`src/rtl/rmt_cfg.svh`:
```
`ifndef RMT_CFG_SVH
`define RMT_CFG_SVH

// stream widths
`define RMT_DATA_W 64
`define RMT_USER_W 16

// vlan id sits in the low bits of the first beat
`define RMT_VLAN_W 12

// one store-and-forward lane per queue
`define RMT_NUM_QUEUES 4

// beats per lane, also the credit count after reset
`define RMT_LANE_DEPTH 16

`endif

```
`src/rtl/rmt_pkg.sv`:
```
`include "rmt_cfg.svh"

package rmt_pkg;

	typedef logic [`RMT_DATA_W-1:0]                data_t;
	typedef logic [`RMT_DATA_W/8-1:0]              keep_t;
	typedef logic [`RMT_USER_W-1:0]                user_t;
	typedef logic [`RMT_VLAN_W-1:0]                vlan_t;
	typedef logic [$clog2(`RMT_NUM_QUEUES)-1:0]    queue_t;
	typedef logic [$clog2(`RMT_LANE_DEPTH+1)-1:0]  credit_t;	// 0 up to full depth

	typedef enum logic [1:0] {
		FILT_HEAD,
		FILT_PASS,
		FILT_DROP
	} filt_state_t;

	typedef enum logic {
		ARB_IDLE,
		ARB_SEND
	} arb_state_t;

endpackage

```
`src/rtl/pkt_filter.sv`:
```
module pkt_filter
	import rmt_pkg::*;
(
	input  logic        clk,
	input  logic        aresetn,
	input  logic [31:0] vlan_drop_flags,
	input  data_t       s_axis_tdata,
	input  keep_t       s_axis_tkeep,
	input  user_t       s_axis_tuser,
	input  logic        s_axis_tvalid,
	output logic        s_axis_tready,
	input  logic        s_axis_tlast,
	output data_t       flt_data,
	output keep_t       flt_keep,
	output user_t       flt_user,
	output logic        flt_last,
	output queue_t      flt_queue,
	output logic        flt_valid,
	input  logic        flt_ready
);
	filt_state_t state;
	queue_t      pkt_queue;	// queue of the packet in progress
	vlan_t       vid;
	queue_t      head_queue;
	logic        head_drop;
	logic        accept;
	logic        load;

	assign vid = s_axis_tdata[$bits(vlan_t)-1:0];
	assign head_queue = vid[$bits(queue_t)-1:0];
	assign head_drop = vlan_drop_flags[vid[4:0]];

	// dropped beats never need the output register
	assign s_axis_tready = (state == FILT_DROP) || !flt_valid || flt_ready;
	assign accept = s_axis_tvalid && s_axis_tready;
	assign load = accept && ((state == FILT_HEAD && !head_drop) || state == FILT_PASS);

	always_ff @(posedge clk) begin
		if (!aresetn) begin
			state <= FILT_HEAD;
			pkt_queue <= '0;
			flt_valid <= 1'b0;
		end else begin
			if (load)
				flt_valid <= 1'b1;
			else if (flt_ready)
				flt_valid <= 1'b0;	// drained

			if (accept) begin
				case (state)
				FILT_HEAD: begin
					pkt_queue <= head_queue;
					// single beat packets stay in head
					if (!s_axis_tlast)
						state <= head_drop ? FILT_DROP : FILT_PASS;
				end
				default: begin
					if (s_axis_tlast)
						state <= FILT_HEAD;
				end
				endcase
			end
		end
	end

	// one entry output register
	always_ff @(posedge clk) begin
		if (load) begin
			flt_data <= s_axis_tdata;
			flt_keep <= s_axis_tkeep;
			flt_user <= s_axis_tuser;
			flt_last <= s_axis_tlast;
			flt_queue <= (state == FILT_HEAD) ? head_queue : pkt_queue;
		end
	end

endmodule

```
`config.mk`:
```
export PLATFORM = sky130hd
export DESIGN_NAME = pkt_filter
export DESIGN_NICKNAME = d
export VERILOG_FILES = /design/src/rtl/rmt_pkg.sv /design/src/rtl/pkt_filter.sv
export VERILOG_INCLUDE_DIRS = /design/src /design/src/rtl
export SDC_FILE = /design/constraint.sdc
export NUM_CORES = 1
export LEC_CHECK = 0
export BUFFER_PORTS_ARGS = -buffer_cell sky130_fd_sc_hd__buf_2
export CAP_MARGIN = 30
export CORE_ASPECT_RATIO = 0.5
export CORE_UTILIZATION = 41
export CTS_CLUSTER_SIZE = 24
export DETAILED_ROUTE_END_ITERATION = 10
export HOLD_SLACK_MARGIN = 0.08
export MAX_ROUTING_LAYER = met4
export PLACE_DENSITY = 0.78
export SLEW_MARGIN = 20
export SYNTH_ARGS = -nofsm -noshare
export SYNTH_HDL_FRONTEND = slang
export SYNTH_SLANG_ARGS = --single-unit
```
`constraint.sdc`:
```
create_clock -name clk -period 14.7 [get_ports clk]
set_input_delay 1.47 -clock clk [delete_from_list [all_inputs] [get_ports clk]]
set_output_delay 1.47 -clock clk [all_outputs]
set_load 0.005 [all_outputs]
```
### Word level (Yosys, flattened, before mapping)

Cells that the tools add are included.

| storage, ports and cells | value |
|---|---|
| output and inout bits | 93 |
| bits in registers | 96 |

| operators by class | value |
|---|---|
| equality and inequality tests | 3 |
| order comparisons | 1 |
| reduce and logical (&&, ||, !) cells | 12 |
| mux-type cells | 9 |

Operator list:

| operator | number |
|---|---|
| 2-bit 2-to-1 mux | 5 |
| 5-bit by 6-bit less-than comparator with 1-bit output, second input constant | 1 |
| 1-bit binary-select mux with 5-bit select | 1 |
| 2-bit nonzero test | 2 |
| 1-bit logical AND | 3 |
| 1-bit logical OR | 3 |
| 1-bit 2-to-1 mux | 3 |
| 3-bit AND reduction | 1 |
| 2-bit by 1-bit equality test with 1-bit output, second input constant | 1 |
| 2-bit equality test, second input constant | 1 |
| 1-bit logical NOT | 2 |
| 2-bit logical NOT | 1 |
| 2-bit != test, second input constant | 1 |

### Longest topological paths before layout

Gate-level depths: netlist of run 1.

| logic depth | value |
|---|---|
| word-level depth | 7 |
| gate-level depth with buffers | 7 |

### Least setup slack after synthesis of run 1

Ideal clock, no wire load.

| timing path | value |
|---|---|
| kind | input to register |
| start | input s_axis_tdata[0] |
| end | register flt_data[0], enable pin |
| buffers on the path | 2 |
| data arrival time | 5.936 ns |
| library setup time | 0.530 ns |
| cell stages on the path | 7 |
| slack | 8.235 ns |
| cell sequence | buf_6 > buf_12 > mux2i_1 > a22oi_1 > nand3_1 > nand4_2 > a211oi_2 |

| between the ends | value |
|---|---|
| longest elaborated chain between the ends | 6 |

RTL lines:

| what | line | text |
|---|---|---|
| start, declared | pkt_filter.sv:7 | `input data_t s_axis_tdata,` |
| 1-bit binary-select mux with 5-bit select | pkt_filter.sv:31 | `assign head_drop = vlan_drop_flags[vid[4:0]];` |
| 1-bit 2-to-1 mux (not written as such) | pkt_filter.sv:31 |  |
| 1-bit logical NOT | pkt_filter.sv:36 | `assign load = accept && ((state == FILT_HEAD && !head_drop) \|\| state == FILT_PASS);` |
| 1-bit logical AND | pkt_filter.sv:36 |  |
| 1-bit logical OR | pkt_filter.sv:36 |  |
| 1-bit logical AND | pkt_filter.sv:36 |  |
| named net load | pkt_filter.sv:27 | `logic load;` |
| end signal, assigned | pkt_filter.sv:69 | `flt_data <= s_axis_tdata;` |
| end, declared | pkt_filter.sv:13 | `output data_t flt_data,` |

The timed path passes the listed nets, and every way through them passes these cells. The select of a mux whose other input is x is not followed.
A chain may end at the register's enable or synchronous reset.

### Worst setup path in the final report of run 1

| timing path | value |
|---|---|
| start | input s_axis_tdata[0] |
| end | register flt_data[13], enable pin |

Same word-level chain as after synthesis.

==> results of run 1 <==
==> worst min-delay path: cells and delay by family, from the launching register on <==
kind / cells / cell delay, ns
DFF: 1 / 0.31
and+or+nand+nor: 1 / 0.05
AOI/OAI and AO/OA: 1 / 0.06
==> worst paths after layout <==
| kind | from | end | slack (ns) | depth (start not counted) |
|---|---|---|---|---|
| max reg2reg | state[1] | flt_data[13] | 12.20 | 6 |
| min reg2reg | pkt_queue[0] | pkt_queue[0] | 0.47 | 2 |
| min | pkt_queue[0] | pkt_queue[0] | 0.47 | 2 |
| max | s_axis_tdata[0] | flt_data[13] | 10.78 | 8 |
==> layout make-up <==
cell class,count,share of cell area [%]
inverter,1,0.0779
multi-input combinational,65,9.74
clock inverter,7,0.805
clock buffer,9,4.67
sequential,96,58.8
tap,108,2.80
timing repair buffer,219,23.1
==> synth_stat cells (all sizes together) (3+ instances only) <==
library cell	count
a21boi	4
a21oi	4
a22oi	4
dfxtp	5
edfxtp	91
mux2i	16
nand2	12
nand2b	3
nand3	4
nor2	3
nor2b	3
==> flip-flops by register name (all words and copies together) (netlist names) <==
register / cells
flt_user: 16
flt_data: 64
flt_valid: 1
flt_last: 1
flt_keep: 8
pkt_queue: 2
flt_queue: 2
state: 2
==> routing by layer <==
layer | routed length (microns) | vias up | part of all wire, % | track usage (%)
met4 | 158 | 0 | 2.0 | 9.16
met1 | 2790 | 1083 | 36 | 19.8
met3 | 368 | 14 | 4.8 | 5.62
met2 | 4400 | 73 | 57 | 34.5
li1 | - | 1100 | - | -
met5 | 0 | - | 0 | -
==> cells by family (layout without fill, tap and decap cells) <==
| logic type | count (synthesis) | after routing | share of synthesized area [%] |
|---|---|---|---|
| AO/OA/AOI/OAI | 17 | 17 | 3.72 |
| buffers and inverters | 3 | 236 | 1.05 |
| flip-flops | 96 | 96 | 85.1 |
| multiplexers | 18 | 18 | 5.49 |
| AND/OR/NAND/NOR | 30 | 30 | 4.66 |
==> stage by stage <==
stage | area [sq um] | util (%) | total power [uW] | instances | worst slack (ns)
finish | 4820 | 63.4 | 609 | 505 | 10.78
global route | 4820 | 63.4 | 637 | 505 | 10.54
CTS | 4800 | 63.2 | 617 | 504 | 10.66
detailed placement | 4530 | 59.7 | 414 | 488 | 10.30
global placement | 4530 | 59.7 | 411 | 488 | 10.37
floorplan | 3330 | - | 372 | 164 | 8.23
==> report_power, final <==
part           total, uW  internal [uW]  switching, uW
clock                201            113           88.8
combinational       71.2           33.8           37.4
sequential           337            331           6.20
total                609            477            132
==> layout by cell type (no fill, tap or decap) <==
master / n
dfxtp_1: 5
clkbuf_16: 9
clkinv_4: 2
o21ai_0: 2
nand2b_1: 3
buf_2: 217
a21boi_2: 1
clkinv_2: 2
a22o_2: 1
and3_1: 1
edfxtp_1: 91
mux2_2: 2
and2_2: 1
a21oi_1: 4
buf_4: 1
buf_12: 1
a211oi_1: 1
nand2_1: 12
and2b_1: 1
a21boi_1: 1
a22oi_1: 4
a21boi_0: 2
nand3_1: 4
nand4_2: 1
nand3b_1: 1
nor2_1: 3
a211oi_4: 1
inv_1: 1
clkinv_1: 3
nor2b_1: 3
mux2i_1: 16
==> key figures, run 1 <==
Clock tree
  – # resized after CTS: 0
  – Postcts setup bufs: 0
  – Clk sinks: 96
  – CTS Hold Buffers Added: 0
  – Reg clk slew, reported paths: 0.06 ns
  – Num CTS Buffers: 9
  – Htree depth: 3
  – Worst skew pair latency: 0.33 ns
  – CTS root buffer: clkbuf_16
  – Clock Tree Buf Depth: 2
  – CTS tree: built

Layout
  – P&R area growth vs syn: 44.7%
  – Sequential cell area: 0.00283 sq mm
  – Layout net count: 517
  – Multi-input gate area: between 400 and 500 sq um
  – Ant. Diodes: 0
  – Fill cell count: 620
  – Share of layout cells above drive strength 1: about three fifths

GRT
  – First-pass GRT wire length: 11200 microns
  – Largest net degree at the start of global routing: 82
  – Initial antenna violation count: 0
  – Gr ovfl total: 0
  – Total GRT Usage: 19.2%
  – Vias in the first global route: 2267

Pwr
  – Worst vdd ir: 65.0 uV
  – Power per cell area: ~130 mW/mm^2
  – Leakage Power: 0.00209 uW

Setup path
  – Crit path buf inv count: 3
  – Critical path, cell by cell: buf_2, mux2i_1, a22oi_1, nand3_1, nand4_2, a211oi_4, buf_4, buf_12
  – Critical Path Slowest Stage Cell: a211oi_4
  – CP max stage delay: 0.56 ns
  – Worst Path Required: 14.71 ns
  – CP Data Arrival Time: 3.93 ns
  – CP Max Fanout: 47
  – Crit path max-delay family: buffers and inverters
  – Element type at the critical path end: register
  – Crit Path Class: in2reg
  – Worst setup SP type: input pin

Timing
  – Period utilization: a little over a quarter
  – Setup-failing EPs final: 0
  – Final hold vios: 0
  – Unrepaired setup endpoints after global routing: false
  – Worst hold slack: 0.465 ns
  – Slew margin rel.: 64.0%
  – Clock Skew: about 0.0059 ns
  – Worst Tran Pin Value: 0.539 ns
  – Tmin final: 3.92 ns
  – Fmax: 0.255 GHz
  – TNS Setup: 0 ns
  – Max Slew Vio Count: 0

Routing
  – Detailed Routing Iterations Pass 1: 4
  – Antenna Nets Post-Route: 0
  – Drt first-iter violations: 97
  – DR vias: 2270
  – WL/cell: 15.3 microns
  – Routed wire length: 7710 microns
  – Via density: 4.50
  – Residual DRC: 0

Synth
  – Main synth FF type: edfxtp_1
  – Ys Warns: 0
  – Mapped cell area: 0.00333 sq mm
  – Yosys top cell area share: 82.1%
  – Syn avg cell area: 20.3 sq um
  – Syn nets: 289
  – Post-Syn Instances: 164
  – Library cells used by synthesis: 26
  – Async set or reset register ratio after synthesis: 0%
  – Top post-synthesis cells by area: edfxtp_1 82%, mux2i_1 4.8%, dfxtp_1 3.0%
  – Post-synth EDFFs: between 90 and 100
  – Yosys reg bits: 96
  – Sequential-to-total area share from yosys stat: 85.1%
  – Largest area contributor in the netlist: edfxtp_1

Run status
  – Status: complete, no violations

Floorplanning
  – Cell Rows: 22
  – Initial Utilization: 43.8%
  – Die Y: 65.7 microns
  – Die X: 129 microns
  – Die area: 0.00851 sq mm
  – # IOs: approximately 220
  – Core Area: 0.00760 sq mm

Job
  – MaxCap Viol Count: 0

Worst hold path
  – HP Class: reg2reg

Placement
  – GPL Wtd Cong: 0.846
  – Port Buffer Count: around 220
  – Dpl hpwl: 5930 microns
No activity file was read; power rests on OpenSTA's default activity.
==> inputs of run 2 (changes only) <==
Clock period 14.7 ns to 4.1 ns, I/O delays scaled along.
==> run 2 against run 1 <==
  * Global-route usage is 0.52 points lower
  * Sequential cell count stayed put
  * Sequential share of layout area fell by 0.26 points
  * Critical endpoint is now flt_user[7]
==> key figures, run 2 (same netlist as run 1, synthesis figures left out) <==
Clock tree
  – CTS Hold Buffers Added: 0 (unchanged)
  – Htree depth: 3 (unchanged)
  – Worst skew pair latency: 0.33 ns (about the same)
  – Reg clk slew, reported paths: 0.07 ns (about the same)
  – # resized after CTS: 0 (unchanged)
  – CTS root buffer: clkbuf_16
  – Postcts setup bufs: 0 (unchanged)
  – Num CTS Buffers: 9 (unchanged)
  – CTS tree: built
  – Clk sinks: 96 (unchanged)
  – Clock Tree Buf Depth: 2 (unchanged)

Routing
  – Wire length on met3: 270 microns (-27%)
  – Antenna Nets Post-Route: 0 (unchanged)
  – Met2 wire length: 4380 microns (-0.48%)
  – Drt first-iter violations: 94 (-3.1%)
  – Top Metal Used: met4
  – Via density: 4.51 (+0.44%)
  – M1 WL: 3000 microns (+7.5%)
  – DR vias: 2271 (+0.044%)
  – Residual DRC: 0 (unchanged)
  – Routed wire length: 7740 microns (+0.39%)
  – Detailed Routing Iterations Pass 1: 4 (unchanged)
  – WL/cell: 15.4 microns (+0.79%)

Setup path
  – CP Data Arrival Time: 2.40 ns (-1.53 ns)
  – CP Max Fanout: 87 (+85%)
  – Crit Path Class: in2reg
  – Worst Path Required: 4.08 ns (-10.63 ns)
  – Element type at the critical path end: register
  – Worst setup SP type: input pin
  – Cell count of the worst reg-to-reg path: 5 (-1)
  – Reg-to-Reg Start: state[1]
  – Worst reg2reg endpoint: flt_user[7]
  – R2r setup slk: 2.04 ns (-10.16 ns)

Timing
  – Tmin final: roughly 2.4 ns
  – Worst Tran Pin Value: 0.479 ns (-0.0603 ns)
  – Slew margin rel.: 68.1% (+4.1 points)
  – Period utilization: 58.9%
  – Fmax: 0.414 GHz
  – Max Slew Vio Count: 0 (unchanged)
  – Clock Skew: 0.00766 ns (+0.00181 ns)
  – TNS Setup: 0 ns (unchanged)
  – Final hold vios: 0 (unchanged)
  – Setup-failing EPs final: 0 (unchanged)
  – Unrepaired setup endpoints after global routing: false

GRT
  – Initial antenna violation count: 0 (unchanged)
  – Largest net degree at the start of global routing: 88 (+7.3%)
  – First-pass GRT wire length: 11100 microns (-0.81%)
  – Total GRT Usage: 18.7% (-0.52 points)
  – Vias in the first global route: 2182 (-3.7%)
  – Gr ovfl total: 0 (unchanged)

Layout
  – Ant. Diodes: 0 (unchanged)
  – Most common cell after layout, fill and taps aside: buf_2
  – Share of layout cells above drive strength 1: 60.5% (+0.30 points)
  – Regs by FF count: flt_data: 64 flops, flt_user: 16 flops, flt_keep: 8 flops
  – P&R area growth vs syn: 45.4%
  – Commonest cells after routing, fill and taps aside: 217 x buf_2, 91 x edfxtp_1, 16 x mux2i_1, 12 x nand2_1, 9 x clkbuf_16
  – Top reg by flops: flt_data
  – Post-route insts no fill: 503 (-0.40%)
  – Fill cell count: 588 (-5.2%)
  – Layout net count: 516 (-0.19%)
  – Max FFs per register: 64 (unchanged)

Placement
  – Port Buffer Count: 217 (unchanged)
  – GPL Wtd Cong: 0.833 (-1.5%)
  – Dpl hpwl: 6020 microns (+1.5%)
  – Placed instance count: 488 (unchanged)

Floorplanning
  – Die Y: 65.7 microns (unchanged)
  – # IOs: 218 (unchanged)
  – Die area: 0.00851 sq mm (unchanged)
  – Die X: 129 microns (unchanged)
  – Initial Utilization: 43.8% (unchanged)
  – Cell Rows: 22 (unchanged)
  – Core Area: 0.00760 sq mm (unchanged)

Pwr
  – Power per cell area: 468 mW/mm^2 (+270%)
  – Leakage Power: 0.00210 uW (+0.15%)
  – Worst vdd ir: 236 uV (+260%)

Worst hold path
  – Worst Hold End: flt_data[59]
  – Hold path depth: 1 (-1)
  – HP Class: in2reg
  – Hold path start: s_axis_tdata[59]

Run status
  – Status: complete, no violations

Job
  – MaxCap Viol Count: 0 (unchanged)
run 2: cell types whose count changed in the layout (fill, tap and decap cells not counted):
cell        before  now
bufinv_16        0    1
inv_6            0    2
buf_4            1    0
clkinv_1         3    1
clkinvlp_4       0    1
clkinv_2         2    0
clkinv_4         2    1
run 2: where the power goes:
group          leakage [uW]  internal [uW]  total [uW]  switching (uW)
logic               0.00106            120         253             133
registers          0.000895           1180        1210            21.7
clock network      0.000140            472         807             335
total               0.00210           1780        2270             490
run 2: cell type report:
| class | instances | area [sq um] | share of cell area [%] |
|---|---|---|---|
| Multi-Input combinational cell | 65 | 469 | 9.69 |
| Inverter | 1 | 3.75 | 0.0776 |
| Clock buffer | 9 | 225 | 4.65 |
| Timing Repair Buffer | 218 | 1110 | 22.9 |
| Tap cell | 108 | 135 | 2.79 |
| Clock inverter | 6 | 67.6 | 1.40 |
| Sequential cell | 96 | 2830 | 58.5 |
run 2: worst max-delay path: stages:
cell	delay (ns)
buf_2	0.39
mux2i_1	0.27
a22oi_1	0.12
nand3_1	0.10
nand4_2	0.16
a211oi_4	0.45
buf_12	0.42
run 2: through the flow:
stage	cell area, sq um	hold WS [ns]	setup WS [ns]	utilization, %	total power [uW]
after floorplan	3340	0.441	0.0703	-	1330
after global placement	4550	0.453	1.44	59.8	1470
after detailed placement	4550	0.473	1.34	59.8	1480
after CTS	4840	0.241	1.71	63.7	2290
after global routing	4840	0.232	1.57	63.7	2350
final	4840	0.251	1.68	63.7	2270
run 2: worst max-delay path by stage:
stage / endpoint / depth (start not counted) / from / slack [ns]
final: flt_user[7] / 7 / s_axis_tdata[0] / 1.68
after global placement: flt_data[28] / 7 / s_axis_tdata[0] / 1.44
after global routing: flt_data[7] / 7 / s_axis_tdata[0] / 1.57
after detailed placement: flt_data[43] / 7 / s_axis_tdata[0] / 1.34
after CTS: flt_data[16] / 7 / s_axis_tdata[0] / 1.71
after floorplan: flt_data[0] / 7 / s_axis_tdata[0] / 0.07
run 2: metal layers:
layer	vias up	GRT usage, %
li1	1099	-
met1	1105	20.0
met2	57	34.5
met3	10	4.89
met4	0	5.96
met5	-	-
==> inputs of run 3 (changes only) <==
Clock period 4.1 ns to 2.38 ns, I/O delays scaled along.
==> run 3 against run 2 <==
  * Register-to-register slack worse by 1.5 ns
  * Critical path depth grew 1
  * Largest power group unchanged
  * Clock-buffer cell count grew 2
  * Design area is 16% higher
  * Via count is 13% higher
  * Sequential power is 72% higher
  * Non-clock buffer count up 75
  * Setup slack worse by 1.2 ns
  * Clock power is 81% higher
==> key figures, run 3 (same netlist as run 1, synthesis figures left out) <==
Placement
  – Dpl hpwl: 6020 microns (about the same)
  – Cell Area, Placed: 0.00459 sq mm (+1.0%)
  – Placed instance count: 491 (+0.61%)
  – GPL Wtd Cong: 0.845 (+1.5%)
  – Port Buffer Count: 217 (unchanged)

Clock tree
  – Worst skew pair latency: 0.34 ns (about the same)
  – Clock Tree Buf Depth: 2 (unchanged)
  – # resized after CTS: 0 (unchanged)
  – CTS tree: built
  – Clk sinks: 96 (unchanged)
  – Num CTS Buffers: 9 (unchanged)
  – Htree depth: 3 (unchanged)
  – CTS root buffer: clkbuf_16
  – Reg clk slew, reported paths: 0.06 ns (about the same)

Pwr
  – Logic gate share of total power: 13.6% (+2.5 points)
  – Psw: 846 uW (+73%)
  – Sequential power share: 50.8% (-2.4 points)
  – Power per cell area: 729 mW/mm^2 (+56%)
  – Total power: 4090 uW (+81%)
  – Worst vdd ir: 413 uV (+75%)
  – Internal power: 3250 uW (+83%)
  – Sw Ratio: 20.7% (-0.96 points)
  – Leakage Power: 0.00243 uW (+16%)
  – Clock power frac: 35.6% (about the same)

Timing
  – Setup-failing EPs final: 0 (unchanged)
  – Tmin final: about 1.9 ns
  – Fmax: 0.532 GHz
  – Final hold vios: 0 (unchanged)
  – Slew margin rel.: 71.0% (+2.9 points)
  – Max Slew Vio Count: 0 (unchanged)
  – Unrepaired setup endpoints after global routing: false
  – Period utilization: approximately four fifths
  – Clock Skew: 0.00476 ns (-0.00291 ns)
  – Worst Tran Pin Value: 0.434 ns (-0.0448 ns)

Setup path
  – Crit path buf inv count: 3 (+1)
  – CP max stage delay: 0.48 ns (+0.03 ns)
  – Crit path from: s_axis_tdata[0]
  – CP Data Arrival Time: 1.91 ns (-0.49 ns)
  – Reg-to-Reg Start: state[1]
  – CP Max Fanout: 18 (-79%)
  – Critical path, cell by cell: buf_2, buf_12, mux2i_1, a22oi_1, nand3_1, nand4_2, a211oi_4, buf_4
  – Crit Path Class: in2reg
  – Element type at the critical path end: register
  – Worst Path Required: 2.41 ns (-1.67 ns)
  – Critical Path Slowest Stage Cell: a211oi_4
  – Crit path max-delay family: compound AO/OA/AOI/OAI gates
  – Worst setup SP type: input pin

Layout
  – Commonest cells after routing, fill and taps aside: 217 x buf_2, 91 x edfxtp_1, 72 x dlygate4sd3_1, 16 x mux2i_1, 12 x nand2_1
  – Ant. Diodes: 0 (unchanged)
  – Layout net count: 591 (+15%)
  – Post-route insts no fill: 579 (+15%)
  – P&R area growth vs syn: 68.8%
  – Final Cell Area: 0.00562 sq mm (+16%)
  – Final core utilization: 74.0% (+10 points)
  – Top reg by flops: flt_data
  – Regs by FF count: flt_data: 64 flops, flt_user: 16 flops, flt_keep: 8 flops
  – Max FFs per register: 64 (unchanged)
  – Most common cell after layout, fill and taps aside: buf_2
  – Share of layout cells above drive strength 1: 50.7% (-9.8 points)

GRT
  – Initial antenna violation count: 0 (unchanged)
  – First-pass GRT wire length: 13300 microns (+20%)
  – Total GRT Usage: 22.8% (+4.0 points)
  – Largest net degree at the start of global routing: 39 (-56%)
  – Vias in the first global route: 2613 (+20%)
  – Gr ovfl total: 0 (unchanged)

Floorplanning
  – Core Area: 0.00760 sq mm (unchanged)
  – Initial Utilization: 43.8% (unchanged)
  – Die Y: 65.7 microns (unchanged)
  – # IOs: 218 (unchanged)
  – Die area: 0.00851 sq mm (unchanged)
  – Die X: 129 microns (unchanged)
  – Cell Rows: 22 (unchanged)

Routing
  – Via density: 4.44 (-1.6%)
  – Drt first-iter violations: 116 (+23%)
  – Antenna Nets Post-Route: 0 (unchanged)
  – Routed wire length: 9120 microns (+18%)
  – Detailed Routing Iterations Pass 1: 4 (unchanged)
  – Residual DRC: 0 (unchanged)
  – WL/cell: 15.8 microns (+2.3%)
  – DR vias: 2572 (+13%)

Job
  – MaxCap Viol Count: 0 (unchanged)

Run status
  – Status: complete, no violations

Worst hold path
  – Hold path start: s_axis_tkeep[0]
  – HP Class: in2reg
## run 3: changes by cell type in the layout (fill, tap and decap cells not counted)
| cell | change |
|---|---|
| buf_12 | +2 |
| clkbuf_1 | +2 |
| clkinvlp_4 | -1 |
| bufinv_16 | +1 |
| dlygate4sd3_1 | +72 |
| clkinv_4 | -1 |
| inv_6 | -2 |
| buf_4 | +1 |
| clkinv_1 | +2 |
## run 3: routing by layer
layer	wire, microns	up-vias	global-route usage, %	share of wire, %
met1	3510	1239	23.4	39
met4	238	0	11.3	2.6
li1	-	1238	-	-
met3	299	20	5.05	3.3
met5	0	-	-	0
met2	5070	75	41.9	56
## run 3: final timing paths
check / to / slack (ns) / cells after the start
worst min register to register: pkt_queue[1] / 0.47 / 2
worst min-delay path: flt_keep[0] / 0.08 / 1
worst max-delay path: flt_data[46] / 0.50 / 8
worst max register to register: flt_data[46] / 0.51 / 5
## run 3: worst reg2reg max path, cell delays in order (launching register included)
cell      delay, ns
dfxtp_1        0.46
nand2b_1       0.13
nand2_1        0.10
nand2_1        0.12
a211oi_4       0.44
buf_4          0.31
## run 3: layout make-up
type / instances / area [sq um]
flip-flops and latches: 96 / 2830
fillers: 487 / 1980
repair buffers: 293 / 1870
multi-input cells: 65 / 469
clock buffers: 11 / 233
well taps: 108 / 135
clock inverters: 5 / 71.3
inverters: 1 / 3.75
## run 3: timing repair
| item | CTS | global route |
|---|---|---|
| hold endpoints to repair | 69 | 3 |
| hold buffers | 69 | 3 |
| setup buffers | 0 | 0 |
## run 3: metrics by stage
stage               TNS (ns)  hold WS (ns)  setup WS, ns
global placement           0         0.414         0.195
finish                     0        0.0831         0.501
floorplan            -130.64         0.337         -1.44
CTS                        0        0.0804         0.509
global route               0        0.0803         0.402
detailed placement         0         0.416         0.149
## run 3: power groups by stage
stage / sequential, uW / combinational [uW] / clock, uW
floorplan: 2150 / 141 / 0
global placement: 2110 / 450 / 0
detailed placement: 2120 / 457 / 0
CTS: 2080 / 549 / 1470
global route: 2100 / 599 / 1550
finish: 2080 / 556 / 1460
